===== src/hdl/game_pkg.sv =====
package game_pkg;

    // controller states
    typedef enum logic [1:0] {
        S_GREET = 2'd0,
        S_PLAY  = 2'd1,
        S_JUDGE = 2'd2,
        S_WIN   = 2'd3
    } game_state_e;

    // judgement tones
    typedef enum logic [1:0] {
        TONE_HIT  = 2'd0,
        TONE_MISS = 2'd1,
        TONE_WIN  = 2'd2
    } tone_e;

    typedef struct packed {
        logic  valid;
        tone_e tone;
    } beep_req_t;

    typedef struct packed {
        logic [1:0] level;
        logic [3:0] count;
        logic       win;
    } disp_info_t;

    localparam logic [6:0] RAND_SEED  = 7'h5b;
    localparam int         TICK_DIV   = 8;
    localparam int         TICK_W     = $clog2(TICK_DIV);
    localparam logic [3:0] COUNT_FROM = 4'd3;
    localparam int         BEEP_CYCLES = 32;
    localparam int         BEEP_W     = $clog2(BEEP_CYCLES + 1);
    localparam int         HALF_HIT   = 2;
    localparam int         HALF_MISS  = 4;
    localparam int         HALF_WIN   = 1;
    localparam int         HALF_W     = $clog2(HALF_MISS + 1);
    localparam int         SCAN_DIV   = 4;
    localparam int         SCAN_W     = $clog2(SCAN_DIV);

    // segments a..g on bits 0..6, active high
    localparam logic [6:0] SEG_P = 7'h73;

    function automatic logic [6:0] seg_digit(input logic [3:0] d);
        case (d)
            4'd0: return 7'h3f;
            4'd1: return 7'h06;
            4'd2: return 7'h5b;
            4'd3: return 7'h4f;
            4'd4: return 7'h66;
            4'd5: return 7'h6d;
            4'd6: return 7'h7d;
            4'd7: return 7'h07;
            4'd8: return 7'h7f;
            4'd9: return 7'h6f;
            default: return 7'h00;
        endcase
    endfunction

endpackage


===== src/hdl/get_random.sv =====
`timescale 1ns/1ps

module get_random import game_pkg::*; (
    input  logic       clk,
    input  logic       sw,
    input  logic       freeze,
    output logic [6:0] rand_num
);

    logic fb;

    // taps 7 and 6, maximal length over the nonzero states
    assign fb = rand_num[6] ^ rand_num[5];

    always_ff @(posedge clk or posedge sw)
    begin
        if (sw)
            rand_num <= RAND_SEED;
        else if (!freeze)
            rand_num <= {rand_num[5:0], fb};
    end

    // all-zero state would lock the register
    a_never_zero: assert property (@(posedge clk) disable iff (sw) rand_num != 7'd0);

endmodule


===== src/hdl/counter.sv =====
`timescale 1ns/1ps

module counter import game_pkg::*; (
    input  logic       clk,
    input  logic       sw,
    input  logic       cnt_go,
    output logic [3:0] count,
    output logic       over
);

    logic [TICK_W-1:0] presc;
    logic              wrap;

    assign wrap = (presc == TICK_W'(TICK_DIV - 1));

    always_ff @(posedge clk or posedge sw)
    begin
        if (sw)
        begin
            count <= 4'd0;
            presc <= '0;
            over  <= 1'b0;
        end
        else if (cnt_go)
        begin
            count <= COUNT_FROM;
            presc <= '0;
            over  <= 1'b0;
        end
        else if (count != 4'd0)
        begin
            presc <= presc + 1'b1;
            if (wrap)
            begin
                count <= count - 4'd1;
                // last step lands on zero
                if (count == 4'd1)
                    over <= 1'b1;
            end
        end
    end

    a_over_at_zero: assert property (@(posedge clk) disable iff (sw) over |-> count == 4'd0);

endmodule


===== src/hdl/beep_beep.sv =====
`timescale 1ns/1ps

module beep_beep import game_pkg::*; (
    input  logic      clk,
    input  logic      sw,
    input  beep_req_t beep_req,
    output logic      beep
);

    logic [BEEP_W-1:0] len;
    logic [HALF_W-1:0] half;
    logic [HALF_W-1:0] ph;
    logic [HALF_W-1:0] req_half;

    // pitch per tone kind
    always_comb
    begin
        case (beep_req.tone)
            TONE_HIT: req_half = HALF_W'(HALF_HIT);
            TONE_WIN: req_half = HALF_W'(HALF_WIN);
            default:  req_half = HALF_W'(HALF_MISS);
        endcase
    end

    always_ff @(posedge clk or posedge sw)
    begin
        if (sw)
        begin
            len  <= '0;
            half <= HALF_W'(HALF_MISS);
            ph   <= '0;
            beep <= 1'b0;
        end
        else if (beep_req.valid)
        begin
            // a new request restarts the tone
            len  <= BEEP_W'(BEEP_CYCLES);
            half <= req_half;
            ph   <= '0;
            beep <= 1'b1;
        end
        else if (len != '0)
        begin
            len <= len - 1'b1;
            if (len == BEEP_W'(1))
                beep <= 1'b0;
            else if (ph == half - 1'b1)
            begin
                ph   <= '0;
                beep <= ~beep;
            end
            else
                ph <= ph + 1'b1;
        end
    end

    a_quiet_idle: assert property (@(posedge clk) disable iff (sw) len == '0 |-> !beep);

endmodule


===== src/hdl/disp_show.sv =====
`timescale 1ns/1ps

module disp_show import game_pkg::*; (
    input  logic       clk,
    input  logic       sw,
    input  disp_info_t disp_info,
    output logic [7:0] seg,
    output logic [7:0] dig
);

    logic [SCAN_W-1:0] presc;
    logic [1:0]        sel;
    logic [6:0]        pattern;

    // digit scan, three positions
    always_ff @(posedge clk or posedge sw)
    begin
        if (sw)
        begin
            presc <= '0;
            sel   <= 2'd0;
        end
        else if (presc == SCAN_W'(SCAN_DIV - 1))
        begin
            presc <= '0;
            sel   <= (sel == 2'd2) ? 2'd0 : sel + 2'd1;
        end
        else
            presc <= presc + 1'b1;
    end

    always_comb
    begin
        case (sel)
            2'd0:    pattern = seg_digit({2'b00, disp_info.level});
            2'd1:    pattern = seg_digit(disp_info.count);
            default: pattern = disp_info.win ? SEG_P : 7'h00;
        endcase
    end

    // both buses active low, dp kept dark
    assign seg = {1'b1, ~pattern};

    always_comb
    begin
        dig      = 8'hff;
        dig[sel] = 1'b0;
    end

    a_one_digit: assert property (@(posedge clk) disable iff (sw) $onehot(~dig));

endmodule


===== src/hdl/game_ctrl.sv =====
`timescale 1ns/1ps

module game_ctrl import game_pkg::*; (
    input  logic        clk,
    input  logic        sw,
    input  logic        start,
    input  logic        restart,
    input  logic [6:0]  guess,
    input  logic [6:0]  rand_num,
    input  logic        over,
    input  logic [3:0]  count,
    output logic        freeze,
    output logic        cnt_go,
    output beep_req_t   beep_req,
    output disp_info_t  disp_info,
    output logic [15:0] led
);

    game_state_e state;
    logic [1:0]  level;
    logic [6:0]  target;
    logic [2:0]  cleared;
    logic [6:0]  mask;
    logic        hit;
    logic        restart_ok;

    // 5, 6, then 7 bits compared
    assign mask = 7'h7f >> (2'd3 - level);
    assign hit  = ((guess ^ target) & mask) == 7'd0;

    // restart is ignored only while round 1 is under way
    assign restart_ok = restart && (state == S_GREET || state == S_WIN || level >= 2'd2);

    assign freeze = (state != S_GREET);

    assign disp_info.level = level;
    assign disp_info.count = count;
    assign disp_info.win   = (state == S_WIN);

    always_ff @(posedge clk or posedge sw)
    begin
        if (sw)
        begin
            state    <= S_GREET;
            level    <= 2'd1;
            target   <= 7'd0;
            cleared  <= 3'b000;
            cnt_go   <= 1'b0;
            beep_req <= '0;
            led      <= 16'd0;
        end
        else
        begin
            cnt_go         <= 1'b0;
            beep_req.valid <= 1'b0;
            led            <= {5'd0, cleared, 1'b0, freeze ? target : 7'd0};
            if (restart_ok)
            begin
                target  <= rand_num;
                level   <= 2'd1;
                cleared <= 3'b000;
                cnt_go  <= 1'b1;
                state   <= S_PLAY;
            end
            else
            begin
                case (state)
                    S_PLAY:
                    begin
                        // over from the last round is stale while cnt_go is out
                        if (start && over && !cnt_go)
                            state <= S_JUDGE;
                    end
                    S_JUDGE:
                    begin
                        beep_req.valid <= 1'b1;
                        if (hit)
                        begin
                            cleared[level - 2'd1] <= 1'b1;
                            if (level == 2'd3)
                            begin
                                beep_req.tone <= TONE_WIN;
                                state         <= S_WIN;
                            end
                            else
                            begin
                                beep_req.tone <= TONE_HIT;
                                level         <= level + 2'd1;
                                cnt_go        <= 1'b1;
                                state         <= S_PLAY;
                            end
                        end
                        else
                        begin
                            beep_req.tone <= TONE_MISS;
                            cnt_go        <= 1'b1;
                            state         <= S_PLAY;
                        end
                    end
                    default:;
                endcase
            end
        end
    end

    a_level_range: assert property (@(posedge clk) disable iff (sw)
        level >= 2'd1 && level <= 2'd3);

endmodule


===== src/hdl/game_top.sv =====
`timescale 1ns/1ps

module game_top import game_pkg::*; (
    input  logic        clk,
    input  logic        sw,
    input  logic        start,
    input  logic        restart,
    input  logic [6:0]  guess,
    output logic [15:0] led,
    output logic [7:0]  seg,
    output logic [7:0]  dig,
    output logic        beep
);

    logic [6:0] rand_num;
    logic       freeze;
    logic       cnt_go;
    logic [3:0] count;
    logic       over;
    beep_req_t  beep_req;
    disp_info_t disp_info;

    get_random u_get_random (
        .clk      (clk),
        .sw       (sw),
        .freeze   (freeze),
        .rand_num (rand_num)
    );

    counter u_counter (
        .clk    (clk),
        .sw     (sw),
        .cnt_go (cnt_go),
        .count  (count),
        .over   (over)
    );

    beep_beep u_beep_beep (
        .clk      (clk),
        .sw       (sw),
        .beep_req (beep_req),
        .beep     (beep)
    );

    disp_show u_disp_show (
        .clk       (clk),
        .sw        (sw),
        .disp_info (disp_info),
        .seg       (seg),
        .dig       (dig)
    );

    // count is routed through the controller into the display info
    game_ctrl u_game_ctrl (
        .clk       (clk),
        .sw        (sw),
        .start     (start),
        .restart   (restart),
        .guess     (guess),
        .rand_num  (rand_num),
        .over      (over),
        .count     (count),
        .freeze    (freeze),
        .cnt_go    (cnt_go),
        .beep_req  (beep_req),
        .disp_info (disp_info),
        .led       (led)
    );

endmodule


===== config.mk =====
export PLATFORM = sky130hd
export DESIGN_NAME = game_top
export DESIGN_NICKNAME = d
export VERILOG_FILES = /design/src/hdl/game_pkg.sv /design/src/hdl/get_random.sv /design/src/hdl/counter.sv /design/src/hdl/beep_beep.sv /design/src/hdl/disp_show.sv /design/src/hdl/game_ctrl.sv /design/src/hdl/game_top.sv
export SDC_FILE = /design/constraint.sdc
export NUM_CORES = 1
export LEC_CHECK = 0
export BUFFER_PORTS_ARGS = -buffer_cell sky130_fd_sc_hd__buf_2
export CAP_MARGIN = 20
export CORE_MARGIN = 8
export CORE_UTILIZATION = 40
export CTS_CLUSTER_DIAMETER = 100
export DETAILED_ROUTE_END_ITERATION = 6
export PLACE_DENSITY_LB_ADDON = 0.12
export SETUP_SLACK_MARGIN = 0.3
export SYNTH_ARGS = -nofsm -noshare
export SYNTH_HDL_FRONTEND = slang
export SYNTH_SLANG_ARGS = --single-unit

===== constraint.sdc =====
create_clock -name clk -period 3 [get_ports clk]
set_input_delay 0.15 -clock clk [delete_from_list [all_inputs] [get_ports clk]]
set_output_delay 0.15 -clock clk [all_outputs]
set_load 0.1 [all_outputs]

# [Word-level counts from Yosys, hierarchy flattened]
# Memory sizes are Yosys's and may differ from the RTL's.
# Cells that the tools add are included.
[totals] mem_count=1 input_bits=11 output_inout_bits=33 rom_bits=112 regBits=60
[op_classes] magnitude_cmp=5 n_eq_ne=17 addsub=10 n_shift=1 bitwise_logic=8 reduce_logical=32 muxes=50
[mem_list] memory="(no name shown)" depth=16 word_bits=7 read_ports=1 rd_clocked_by_memory_dff=0 wr=0 line_no="game_pkg.sv:46" text="case (d)"
[op_table] op="$mux 3" count=11
[op_table] op="$pmux 7 s4" count=1
[op_table] op="$mux 2" count=12
[op_table] op="$eq 2x2->1 const B" count=7
[op_table] op="$mux 1" count=14
[op_table] op="$mux 7" count=2
[op_table] op="$pmux 7 s2" count=1
[op_table] op="$reduce_bool 2->1" count=7
[op_table] op="$mux 4" count=3
[op_table] op="$mux 6" count=2
[op_table] op="$reduce_and 2->1" count=6
[op_table] op="$logic_not 2->1" count=4
[op_table] op="$not 4->8" count=1
[op_table] op="$and 7x7->7" count=1
[op_table] op="$logic_not 7->1" count=1
[op_table] op="$not 7->7" count=1
[op_table] op="$shr 7x2->7 const A" count=1
[op_table] op="$xor 7x7->7" count=1
[op_table] op="$add 2x1->2 const B" count=3
[op_table] op="$add 3x1->3 const B" count=2
[op_table] op="$eq 2x1->1 const B" count=3
[op_table] op="$eq 6x1->1 const B" count=1
[op_table] op="$pmux 3 s2" count=1
[op_table] op="$reduce_and 3->1" count=2
[op_table] op="25 further kinds" count=35

# [Longest topological paths before layout]
# Gate-level depths: netlist (run 1).
[logic_depth] word_depth=9 ltp_mapped=8

# [Cells and area by module]
# Synthesis (run 1) repeated with hierarchy kept, for this count alone.
[unflattened] cells_unflattened=306 area_unflattened_um2=3354.5
[by_module_without_submodules] module="game_ctrl" n_inst=1 cells_per_inst=114 seq_area_each_um2=701.9 area_per_inst_um2=1412.6
[by_module_without_submodules] module="beep_beep" n_inst=1 cells_per_inst=71 seq_area_each_um2=326.6 area_per_inst_um2=719.4
[by_module_without_submodules] module="disp_show" n_inst=1 cells_per_inst=62 seq_area_each_um2=100.1 area_per_inst_um2=484.2
[by_module_without_submodules] module="counter" n_inst=1 cells_per_inst=41 seq_area_each_um2=200.2 area_per_inst_um2=434.2
[by_module_without_submodules] module="get_random" n_inst=1 cells_per_inst=18 seq_area_each_um2=181.4 area_per_inst_um2=304.0

# [Worst setup path before layout (run 1)]
# No wires, ideal clock.
[synth_path] path_kind="reg-to-output" start="register u_disp_show.sel[1]" end="output port seg[6]" t_arrival_ps=4457 path_stages_with_launch=3 n_path_buf=0 setup_slack_ps=-1607 path_cell_list="dfrtp_1 -> or2_2 -> o311ai_0"
[synth_between] elab_chain_cells=3
[synth_rtl] element="start, declared" line_no="disp_show.sv:12" text="logic [1:0] sel;"
[synth_rtl] element="start signal, assigned" line_no="disp_show.sv:26" text="sel <= (sel == 2'd2) ? 2'd0 : sel + 2'd1;"
[synth_rtl] element="$eq 2x1->1 / $logic_not 2->1 (equally long branches)" line_no="disp_show.sv:34" text="case (sel)"
[synth_rtl] element="$pmux 7 s2 (*)" line_no="disp_show.sv:34"
[synth_rtl] element="$not 7->7 (*)" line_no="disp_show.sv:42" text="assign seg = {1'b1, ~pattern};"
[synth_rtl] element="end, declared" line_no="game_top.sv:10" text="output logic [7:0] seg,"
# Mark *: on every way between the ends. The rest lies on a longest branch, timed or not.

# [Worst setup path after layout (run 1)]
[layout_path] start="register u_game_ctrl.level[0]" end="register u_game_ctrl.target[2]"
[layout_between] elab_chain_cells=3
[layout_rtl] element="start, declared" line_no="game_ctrl.sv:20" text="logic [1:0] level;"
[layout_rtl] element="start signal, assigned" line_no="game_ctrl.sv:88" text="level <= level + 2'd1;"
[layout_rtl] element="$ge 2x2->1" line_no="game_ctrl.sv:32" text="assign restart_ok = restart && (state == S_GREET || state == S_WIN || level >= 2'd2);"
[layout_rtl] element="$logic_or 1x1->1" line_no="game_ctrl.sv:32"
[layout_rtl] element="$logic_and 1x1->1" line_no="game_ctrl.sv:32"
[layout_rtl] element="end signal, assigned" line_no="game_ctrl.sv:59" text="target <= rand_num;"
[layout_rtl] element="end, declared" line_no="game_ctrl.sv:21" text="logic [6:0] target;"
# No other way between the ends.
# A chain may end at the register's enable or synchronous reset.

==> impl_metrics.toml, run 1 <==
[sta]
max_slew_margin_pct = 56.80
hold_viol_final = 0
fin_crit_ns = 2.511
finClkSkew_ns = 0.008605
max_clock_freq_mhz = 398.3
setup_viol = 0
tightestPinTransition_ns = 0.6480
fin_setup_tns_ns = 0
drv_slew = 0
rsz0062_at_grt = "false"
fin_crit_sh_pct = 83.68

[setup_path]
cp-end-kind = "register"
start_kind = "register"
reg2reg_slack_ns = 0.49
required_ns = 3.22
crit_fanout = 15
path_class = "register to register"
worstPathArrival_ns = 2.73

[yosys]
synth_edf_count = 0
yosysSeqAreaShare_pct = 46.57
syn-cell-area_um2 = 3243
syn-instance-count = 300
ys_types = 47
synth_ff_type = "dfrtp_1"
synth_warnings = 0
ys_ff_latch = 60
avgSynthCellArea_um2 = 10.81
async_flop_share_pct = 100.0

[worst_hold_path]
min-delay-path-class = "input pin to register"

[final_layout]
final_cell_mix = "dfrtp_1, buf_2, ha_1"
area_growth_syn_to_layout_pct = 14.39
final_common_cell = "dfrtp_1"
drive_gt1_share_pct = 24.93
diodes = 0
final_util_pct = 46.08
nNetsFinal = 367

[detailed_routing]
drcViolationCount = 0
routed_wl_mm = 6.044
vias_per_cell = 4.769
route.vias.total = 2108
postRouteAntennaNets = 0
wl_per_cell_um = 13.67
first_iter_violations = 80
drt-pass1-iter-count = 4

[die]
row_count = 33
design.core.area_um2 = 8051
die_y_um = 106.0
dieWidth_um = 106.0
io_pins = 44
start_util_pct = 40.28
die-area_um2 = 11250

[status]
outcome = "finished, final reports clean"

[power_and_ir_drop]
p_leak_nw = 1.687
power_density_nw_per_um2 = 1139
p_total_mw = 4.224
ir_worst_vdd_v = 0.0006545

[placed_design]
numPortBuffers = 32
place_congestion = 0.8113
dp_hpwl_mm = 4.340

[cts]
cts_tree = "yes"
cts_root_buf = "clkbuf_8"
cts_sinks = 60
cts_setup_buffers = 0
path_clk_slew_ns = 0.07
clk_path_buf_depth = 2
cts_max_level = 3
clock_latency_ns = 0.33
cts_buffers = 9

[global_route]
grt_overflow_total = 0
grt_pass1_wl_mm = 10.25
grt_max_degree = 29
antenna_found_initial = 0
grtUsageTotal_pct = 11.40
grt_pass1_vias = 2066

[job]
max_cap_viol_count = 0
cell usage after synthesis, drive strengths merged, types with 2 or more instances:
master | count | share of area (%)
dfrtp | 53 | 41
ha | 24 | 9.3
inv | 21 | 2.4
nand2 | 19 | 2.2
o21ai | 19 | 3.0
buf | 17 | 4.1
a21oi | 16 | 2.8
mux2 | 15 | 5.2
nor2 | 13 | 1.5
xor2 | 10 | 2.7
nor2b | 9 | 1.7
dfstp | 7 | 5.7
clkbuf | 6 | 0.69
nand2b | 6 | 1.2
nand3 | 6 | 0.93
xnor2 | 6 | 1.6
a31oi | 5 | 0.96
mux2i | 5 | 1.5
a211oi | 3 | 0.69
and4 | 3 | 0.81
nor3 | 3 | 0.46
o211ai | 3 | 0.69
o2bb2ai | 3 | 0.81
or2 | 3 | 0.58
a211o | 2 | 0.54
conb | 2 | 0.23
nor3b | 2 | 0.46
nor4 | 2 | 1.3
o22ai | 2 | 0.39
or3b | 2 | 0.54
worst paths after layout:
check,startpoint,end,cells after the start
max,u_game_ctrl.level[0],u_game_ctrl.target[2],5
min,restart,u_game_ctrl.cnt_go,3
max reg2reg,u_game_ctrl.level[0],u_game_ctrl.target[2],5
min reg2reg,u_game_ctrl.cleared[2],u_game_ctrl.led[10],0
max in group asynchronous,sw,u_get_random.rand_num[6],4
min in group asynchronous,sw,u_counter.presc[2],3
flip-flops by register name (all words and copies together), names as in the netlist:
register               flops
u_game_ctrl.led           10
u_game_ctrl.target         7
u_get_random.rand_num      7
u_beep_beep.len            6
u_counter.count            4
u_beep_beep.half           3
u_beep_beep.ph             3
u_counter.presc            3
u_game_ctrl.beep_req       3
u_game_ctrl.cleared        3
u_disp_show.presc          2
u_disp_show.sel            2
u_game_ctrl.level          2
u_game_ctrl.state          2
u_beep_beep.beep           1
u_counter.over             1
u_game_ctrl.cnt_go         1
what timing repair did:
action	in CTS	in global routing
hold buffers	1	0
gates resized for setup	0	0
hold endpoints to repair	17	0
cell families after synthesis:
kind of cell,Yosys count,share of synthesized area (%)
simple gates,72,12.65
compound gates,61,12.27
flops,60,46.57
buf+inv,44,7.253
fa+ha+maj,24,9.259
mux,20,6.752
xor+xnor,17,5.015
other cells,2,0.2316
critical path, cell delays in order, from the launching register on:
cell and delay (ns):
dfstp_2 0.60, inv_1 0.10, ha_1 0.25, nor3b_1 0.44
nand2b_1 0.60, mux2_2 0.41
power breakdown:
part / internal (mW) / switching [mW]
Clock: 0.600 / 0.330
Sequential: 1.14 / 0.300
Combinational: 0.640 / 1.21
Total: 2.38 / 1.84
metrics by stage:
stage	instances	worst slack [ns]	hold WS [ns]	area (um^2)
2_1_floorplan	309	0.3942	0.3478	3292
3_3_place_gp	425	0.6259	0.1781	3442
3_5_place_dp	425	0.4843	0.1818	3442
4_1_cts	442	0.4667	0.1711	3710
5_1_grt	442	0.3020	0.2081	3710
6_report	442	0.4895	0.2006	3710
routing by layer:
| metal | up-vias | part of all wire [%] | GRT usage (%) |
|---|---|---|---|
| li1 | 1078 | - | - |
| met1 | 991 | 50 | 14.35 |
| met2 | 28 | 45 | 17.43 |
| met3 | 11 | 2.9 | 3.025 |
| met4 | 0 | 1.7 | 6.332 |
| met5 | - | 0 | 0 |
layout make-up:
cell class                      count  area (um^2)
Clock buffer                       11        151.4
Clock inverter                      5        106.4
Fill cell                         788         4342
Inverter                           21        78.83
Multi-Input combinational cell    205         1546
Sequential cell                    60         1510
Tap cell                          105        131.4
Timing Repair Buffer               35        185.2
Power figures use the tool's default switching activity.
==> run 2, diff against run 1 <==
Settings changed: ABC_AREA set to 1.
Clock period 3 ns to 2.55 ns, I/O delays scaled along.
==> run 2 against run 1 <==
Net effect: first-iteration DRC count up 78%; combinational power fell by 94%; via count grew 18%; die area increased by 1.4%; global-route usage rose by 1.1 points; cell count up 22%; register-to-register slack better by 0.18 ns; sequential share of layout area down 0.75 points; synthesized cell count increased by 31%; synthesized area grew 1.7%.
==> impl_metrics.toml, run 2 <==
[global_route]
grtUsageTotal_pct = 12.49
grt_pass1_vias = 2403
grt_overflow_total = 0
grt_max_degree = 61
grt_pass1_wl_mm = 11.29
antenna_found_initial = 0

[detailed_routing]
wl_per_cell_um = 12.35
drcViolationCount = 0
postRouteAntennaNets = 0
routed_wl_mm = 6.658
route.vias.total = 2495
drt-pass1-iter-count = 4
vias_per_cell = 4.629
first_iter_violations = 142

[die]
die_y_um = 106.8
row_count = 33
dieWidth_um = 106.8
start_util_pct = 40.75
die-area_um2 = 11410
design.core.area_um2 = 8093
io_pins = 44

[cts]
cts_sinks = 60
clk_path_buf_depth = 2
path_clk_slew_ns = 0.06
cts_root_buf = "clkbuf_8"
cts_tree = "yes"
clock_latency_ns = 0.34
cts_buffers = 9
cts_setup_buffers = 0
cts_max_level = 3

[placed_design]
dp_hpwl_mm = 4.815
place_congestion = 0.7938
numPortBuffers = 32
placed_cell_area_um2 = 3570

[final_layout]
final_cell_mix = "nand2_1, dfrtp_1, inv_1"
diodes = 0
regMostFlops = "u_game_ctrl.led"
final_common_cell = "nand2_1"
largest_reg_flops = 10
stdcell_area_um2 = 3782
nNetsFinal = 464
drive_gt1_share_pct = 20.28
area_growth_syn_to_layout_pct = 14.68
biggestRegsByFlops = "u_game_ctrl.led x10, u_game_ctrl.target x7, u_get_random.rand_num x7"

[yosys]
yosysSeqAreaShare_pct = 45.79
yosysTopAreaCellShare_pct = 40.21
synth_area_leaders = "dfrtp_1, nand2_1, ha_1, inv_1, dfstp_2"
avgSynthCellArea_um2 = 8.414
async_flop_share_pct = 100.0
ys_ff_latch = 60
synth_ff_type = "dfrtp_1"
synth_top_cell_by_area = "dfrtp_1"
syn-cell-area_um2 = 3298
syn-instance-count = 392
yosysMostFrequentCell = "nand2_1"
ys_top_cells_by_count = "nand2_1, dfrtp_1, inv_1"
synth_edf_count = 0
ys_types = 38
synth_warnings = 0

[setup_path]
r2r-end = "u_game_ctrl.cleared[1]"
reg2reg_slack_ns = 0.67
crit_end = "seg[0]"
worstPathArrival_ns = 2.02
cp-end-kind = "output pin"
crit_fanout = 6
worstSetupStartpoint = "u_counter.count[1]"
path_class = "register to output pin"
required_ns = 2.42
start_kind = "register"
worstReg2RegStart = "u_game_ctrl.level[0]"
r2r_cells = 10

[power_and_ir_drop]
p_comb_share_pct = 5.9
p_total_mw = 1.936
p_leak_nw = 1.923
power_density_nw_per_um2 = 511.8
switching_share_pct = 24.11
p_int_mw = 1.469
pwr-share-clk_pct = 44.9
switchingPower_mw = 0.4666
sequentialPowerShare_pct = 49.2
ir_worst_vdd_v = 0.0001937

[sta]
hold_viol_final = 0
setup_viol = 0
tightestPinTransition_ns = 0.7698
finClkSkew_ns = 0.01202
drv_slew = 0
max_clock_freq_mhz = 466.6
rsz0062_at_grt = "false"
max_slew_margin_pct = 48.68
fin_setup_tns_ns = 0
fin_crit_sh_pct = 84.04
fin_crit_ns = 2.143

[status]
outcome = "finished, final reports clean"

[worst_hold_path]
min-delay-path-class = "input pin to asynchronous set/reset pin"

[job]
max_cap_viol_count = 0
## run 2: critical path: stages, from the launching register on
cell and delay, ns:
dfrtp_1 0.43, inv_1 0.11, ha_1 0.21, or2_2 0.31, a31oi_2 0.25, o31ai_4 0.09
clkbuf_4 0.28
## run 2: worst min path at each step
stage	from	endpoint	depth (start not counted)
after floorplan	u_game_ctrl.cleared[2]	u_game_ctrl.led[10]	0
after CTS	sw	u_beep_beep.ph[1]	3
after global placement	u_game_ctrl.cleared[0]	u_game_ctrl.led[8]	0
final	sw	u_counter.count[0]	3
after global routing	sw	u_beep_beep.len[5]	3
after detailed placement	u_game_ctrl.cleared[0]	u_game_ctrl.led[8]	0
## run 2: timing repair
| action | 4_1_cts | 5_1_grt |
|---|---|---|
| endpoints found under the setup margin | 0 | 5 |
| hold buffers | 0 | 0 |
| gates resized for setup | 0 | 5 |
## run 2: metrics by stage
| stage | std cells | setup slack, ns | util, % | hold slack (ns) |
|---|---|---|---|---|
| final | 539 | 0.4069 | 46.74 | 0.002246 |
| after global routing | 539 | 0.3070 | 46.74 | 0.09484 |
| after CTS | 539 | 0.3143 | 46.55 | 0.03711 |
| after detailed placement | 523 | 0.5097 | 44.11 | 0.3676 |
| after global placement | 523 | 0.5661 | 44.11 | 0.3606 |
| after floorplan | 401 | -0.2782 | - | 0.3537 |
## run 2: area by class of cell
type,count,area (um^2)
Fill cell,835,4310
Clock inverter,2,35.03
Multi-Input combinational cell,266,1530
Clock buffer,14,162.7
Timing Repair Buffer,34,182.7
Sequential cell,60,1511
Inverter,58,229.0
Tap cell,105,131.4
## run 2: per-layer routing
| layer | up-vias | GRT usage [%] | wire [um] | share of wire, % |
|---|---|---|---|---|
| met3 | 10 | 2.879 | 279 | 4.2 |
| met2 | 40 | 18.96 | 3003 | 45 |
| li1 | 1295 | - | - | - |
| met4 | 0 | 7.236 | 134 | 2.0 |
| met1 | 1150 | 15.97 | 3241 | 49 |
| met5 | - | 0 | 0 | 0 |
## run 2: logic make-up after synthesis
family / share of synthesized area [%]
buffers and inverters: 10.36
AOI/OAI and AO/OA: 8.688
muxes: 0.3035
adders and majority gates: 9.105
other: 0.2277
and+or+nand+nor: 23.14
DFF: 45.79
xor gates and xnor gates: 2.390
## run 2: power by group through the flow
stage	sequential, mW	combinational [mW]	clock, mW
after detailed placement	0.970	0.116	0
final	0.952	0.114	0.869
after CTS	0.952	0.116	0.900
after floorplan	0.970	0.109	0
after global routing	0.951	0.124	0.935
after global placement	0.970	0.115	0
==> run 3, diff against run 2 <==
Settings changed: ABC_AREA 1 to 0.
Clock period 2.55 ns to 1.9 ns, I/O delays scaled along.
==> run 3 against run 2 <==
Net effect: final area is 19% higher; sequential share of layout area is 6.3 points lower; highest routed layer unchanged; via count is 5.8% lower; cell count decreased by 12%; register-to-register slack lost 0.56 ns; sequential power up 140%; routed wire length increased by 6.8%; critical path depth did not move; largest cell class unchanged.
==> impl_metrics.toml, run 3 (same netlist as run 1, synthesis figures left out) <==
[detailed_routing]
drt-pass1-iter-count = 4
vias_per_cell = 4.937
drcViolationCount = 0
wl_per_cell_um = 14.95
routed_wl_mm = 7.114
postRouteAntennaNets = 0
route.vias.total = 2350
first_iter_violations = 84

[power_and_ir_drop]
switching_share_pct = 43.49
sequentialPowerShare_pct = 29.0
p_int_mw = 4.438
ir_worst_vdd_v = 0.001138
p_comb_share_pct = 54.3
switchingPower_mw = 3.416
power_density_nw_per_um2 = 1744
p_total_mw = 7.854
pwr-share-clk_pct = 16.7
p_leak_nw = 1.971

[global_route]
grtUsageTotal_pct = 13.35
grt_max_degree = 26
grt_overflow_total = 0
grt_pass1_wl_mm = 12.04
grt_pass1_vias = 2419
antenna_found_initial = 0

[final_layout]
drive_gt1_share_pct = 46.09
regMostFlops = "u_game_ctrl.led"
biggestRegsByFlops = "u_game_ctrl.led x10, u_game_ctrl.target x7, u_get_random.rand_num x7"
area_growth_syn_to_layout_pct = 38.89
diodes = 0
stdcell_area_um2 = 4504
final_cell_mix = "dfrtp_1, buf_4, buf_2"
largest_reg_flops = 10
final_common_cell = "dfrtp_1"
nNetsFinal = 401
nFillCells = 675
fin_cells = 476

[cts]
clk_path_buf_depth = 2
cts_tree = "yes"
path_clk_slew_ns = 0.07
cts_buffers = 9
cts_root_buf = "clkbuf_8"
clock_latency_ns = 0.34
cts_sinks = 60
cts_max_level = 3

[setup_path]
crit_family = "flip-flops"
crit_fanout = 4
cp-end-kind = "output pin"
start_kind = "register"
critPathSlowestCell = "dfstp_2"
crit_chain = "inv_4 > ha_4 > nor3_2 > a211oi_2 > a21oi_4 > buf_12"
path_buf_inv = 2
worstPathArrival_ns = 1.73
cp_slowest_stage_delay_ns = 0.56
required_ns = 1.80
path_class = "register to output pin"

[sta]
whs_ns = 0.1942
tightestPinTransition_ns = 0.5228
max_clock_freq_mhz = 547.7
fin_crit_sh_pct = 96.09
max_slew_margin_pct = 65.09
drv_slew = 0
finClkSkew_ns = 0.007636
hold_viol_final = 0
rsz0062_at_grt = "true"
fin_crit_ns = 1.826
setup_viol = 0

[die]
start_util_pct = 40.28
dieWidth_um = 106.0
row_count = 33
die-area_um2 = 11250
design.core.area_um2 = 8051
io_pins = 44
die_y_um = 106.0

[placed_design]
placed_cell_area_um2 = 3764
dp_hpwl_mm = 4.823
place_congestion = 0.7764
numPortBuffers = 32
dp_cells = 437

[status]
outcome = "finished, final reports clean"

[worst_hold_path]
min-delay-path-class = "input pin to register"

[job]
max_cap_viol_count = 0
==> run 3: cell count changes in the layout (fill, tap and decap cells not counted), moves of 10 or more <==
cell / change
nand2_1: -82
inv_1: -36
buf_4: +28
nand3_1: -19
o21ai_0: -18
nor2_1: -13
ha_1: -10
==> run 3: power by group through the flow <==
stage / registers (mW) / logic, mW / clock network, mW
after floorplan: 2.75 / 2.27 / 0
after global routing: 2.35 / 4.63 / 1.41
after detailed placement: 2.28 / 3.40 / 0
after global placement: 2.26 / 3.38 / 0
final: 2.28 / 4.27 / 1.31
after CTS: 2.27 / 3.89 / 1.35
==> run 3: final timing paths <==
path	start	end	slack (ns)	depth (start not counted)
min in group asynchronous	sw	u_game_ctrl.led[0]	0.33	3
setup reg to reg	u_game_ctrl.level[0]	u_game_ctrl.target[4]	0.11	5
max in group asynchronous	sw	u_get_random.rand_num[0]	0.93	4
hold reg to reg	u_game_ctrl.cleared[2]	u_game_ctrl.led[10]	0.38	0
setup / recovery	u_game_ctrl.level[0]	seg[4]	0.07	6
hold / removal	restart	u_game_ctrl.state[1]	0.19	4
==> run 3: worst reg2reg max path, delay by kind of cell (launching register included) <==
kind | cells | cell delay, ns
mux | 1 | 0.32
fa+ha+maj | 1 | 0.18
simple gates | 2 | 0.56
flops | 1 | 0.56
buf+inv | 1 | 0.06
==> run 3: area by class of cell <==
cell class                      count  area, um^2  share of cell area [%]
Multi-Input combinational cell    206        1968                   43.69
Sequential cell                    60        1516                   33.67
Timing Repair Buffer               68       574.3                   12.75
Clock buffer                       11       141.4                   3.139
Tap cell                          105       131.4                   2.917
Inverter                           21       88.84                   1.972
Clock inverter                      5       83.83                   1.861
==> run 3: timing repair <==
| action | 4_1_cts | 5_1_grt |
|---|---|---|
| buffers inserted | 15 | 6 |
| gates resized for setup | 46 | 35 |
| pin swaps | 22 | 12 |
| gates cloned | 1 | 0 |
| setup endpoints to repair | 37 | 38 |
| hold buffers | 1 | 0 |
| hold endpoints to repair | 18 | 0 |
==> run 3: stage by stage <==
| stage | worst slack (ns) | util [%] | setup TNS (ns) |
|---|---|---|---|
| after floorplan | 0.01117 | - | 0 |
| after global placement | 0.1314 | 46.74 | 0 |
| after detailed placement | 0.1090 | 46.74 | 0 |
| after CTS | 0.05492 | 53.43 | 0 |
| after global routing | -0.008371 | 55.94 | -0.02023 |
| final | 0.07430 | 55.94 | 0 |
==> run 3: per-layer routing <==
| layer | up-vias | global-route usage (%) | wire length [um] |
|---|---|---|---|
| met5 | - | 0 | 0 |
| met4 | 0 | 5.025 | 65 |
| met3 | 8 | 3.448 | 165 |
| met2 | 25 | 22.07 | 3692 |
| met1 | 1171 | 16.39 | 3191 |
| li1 | 1146 | - | - |
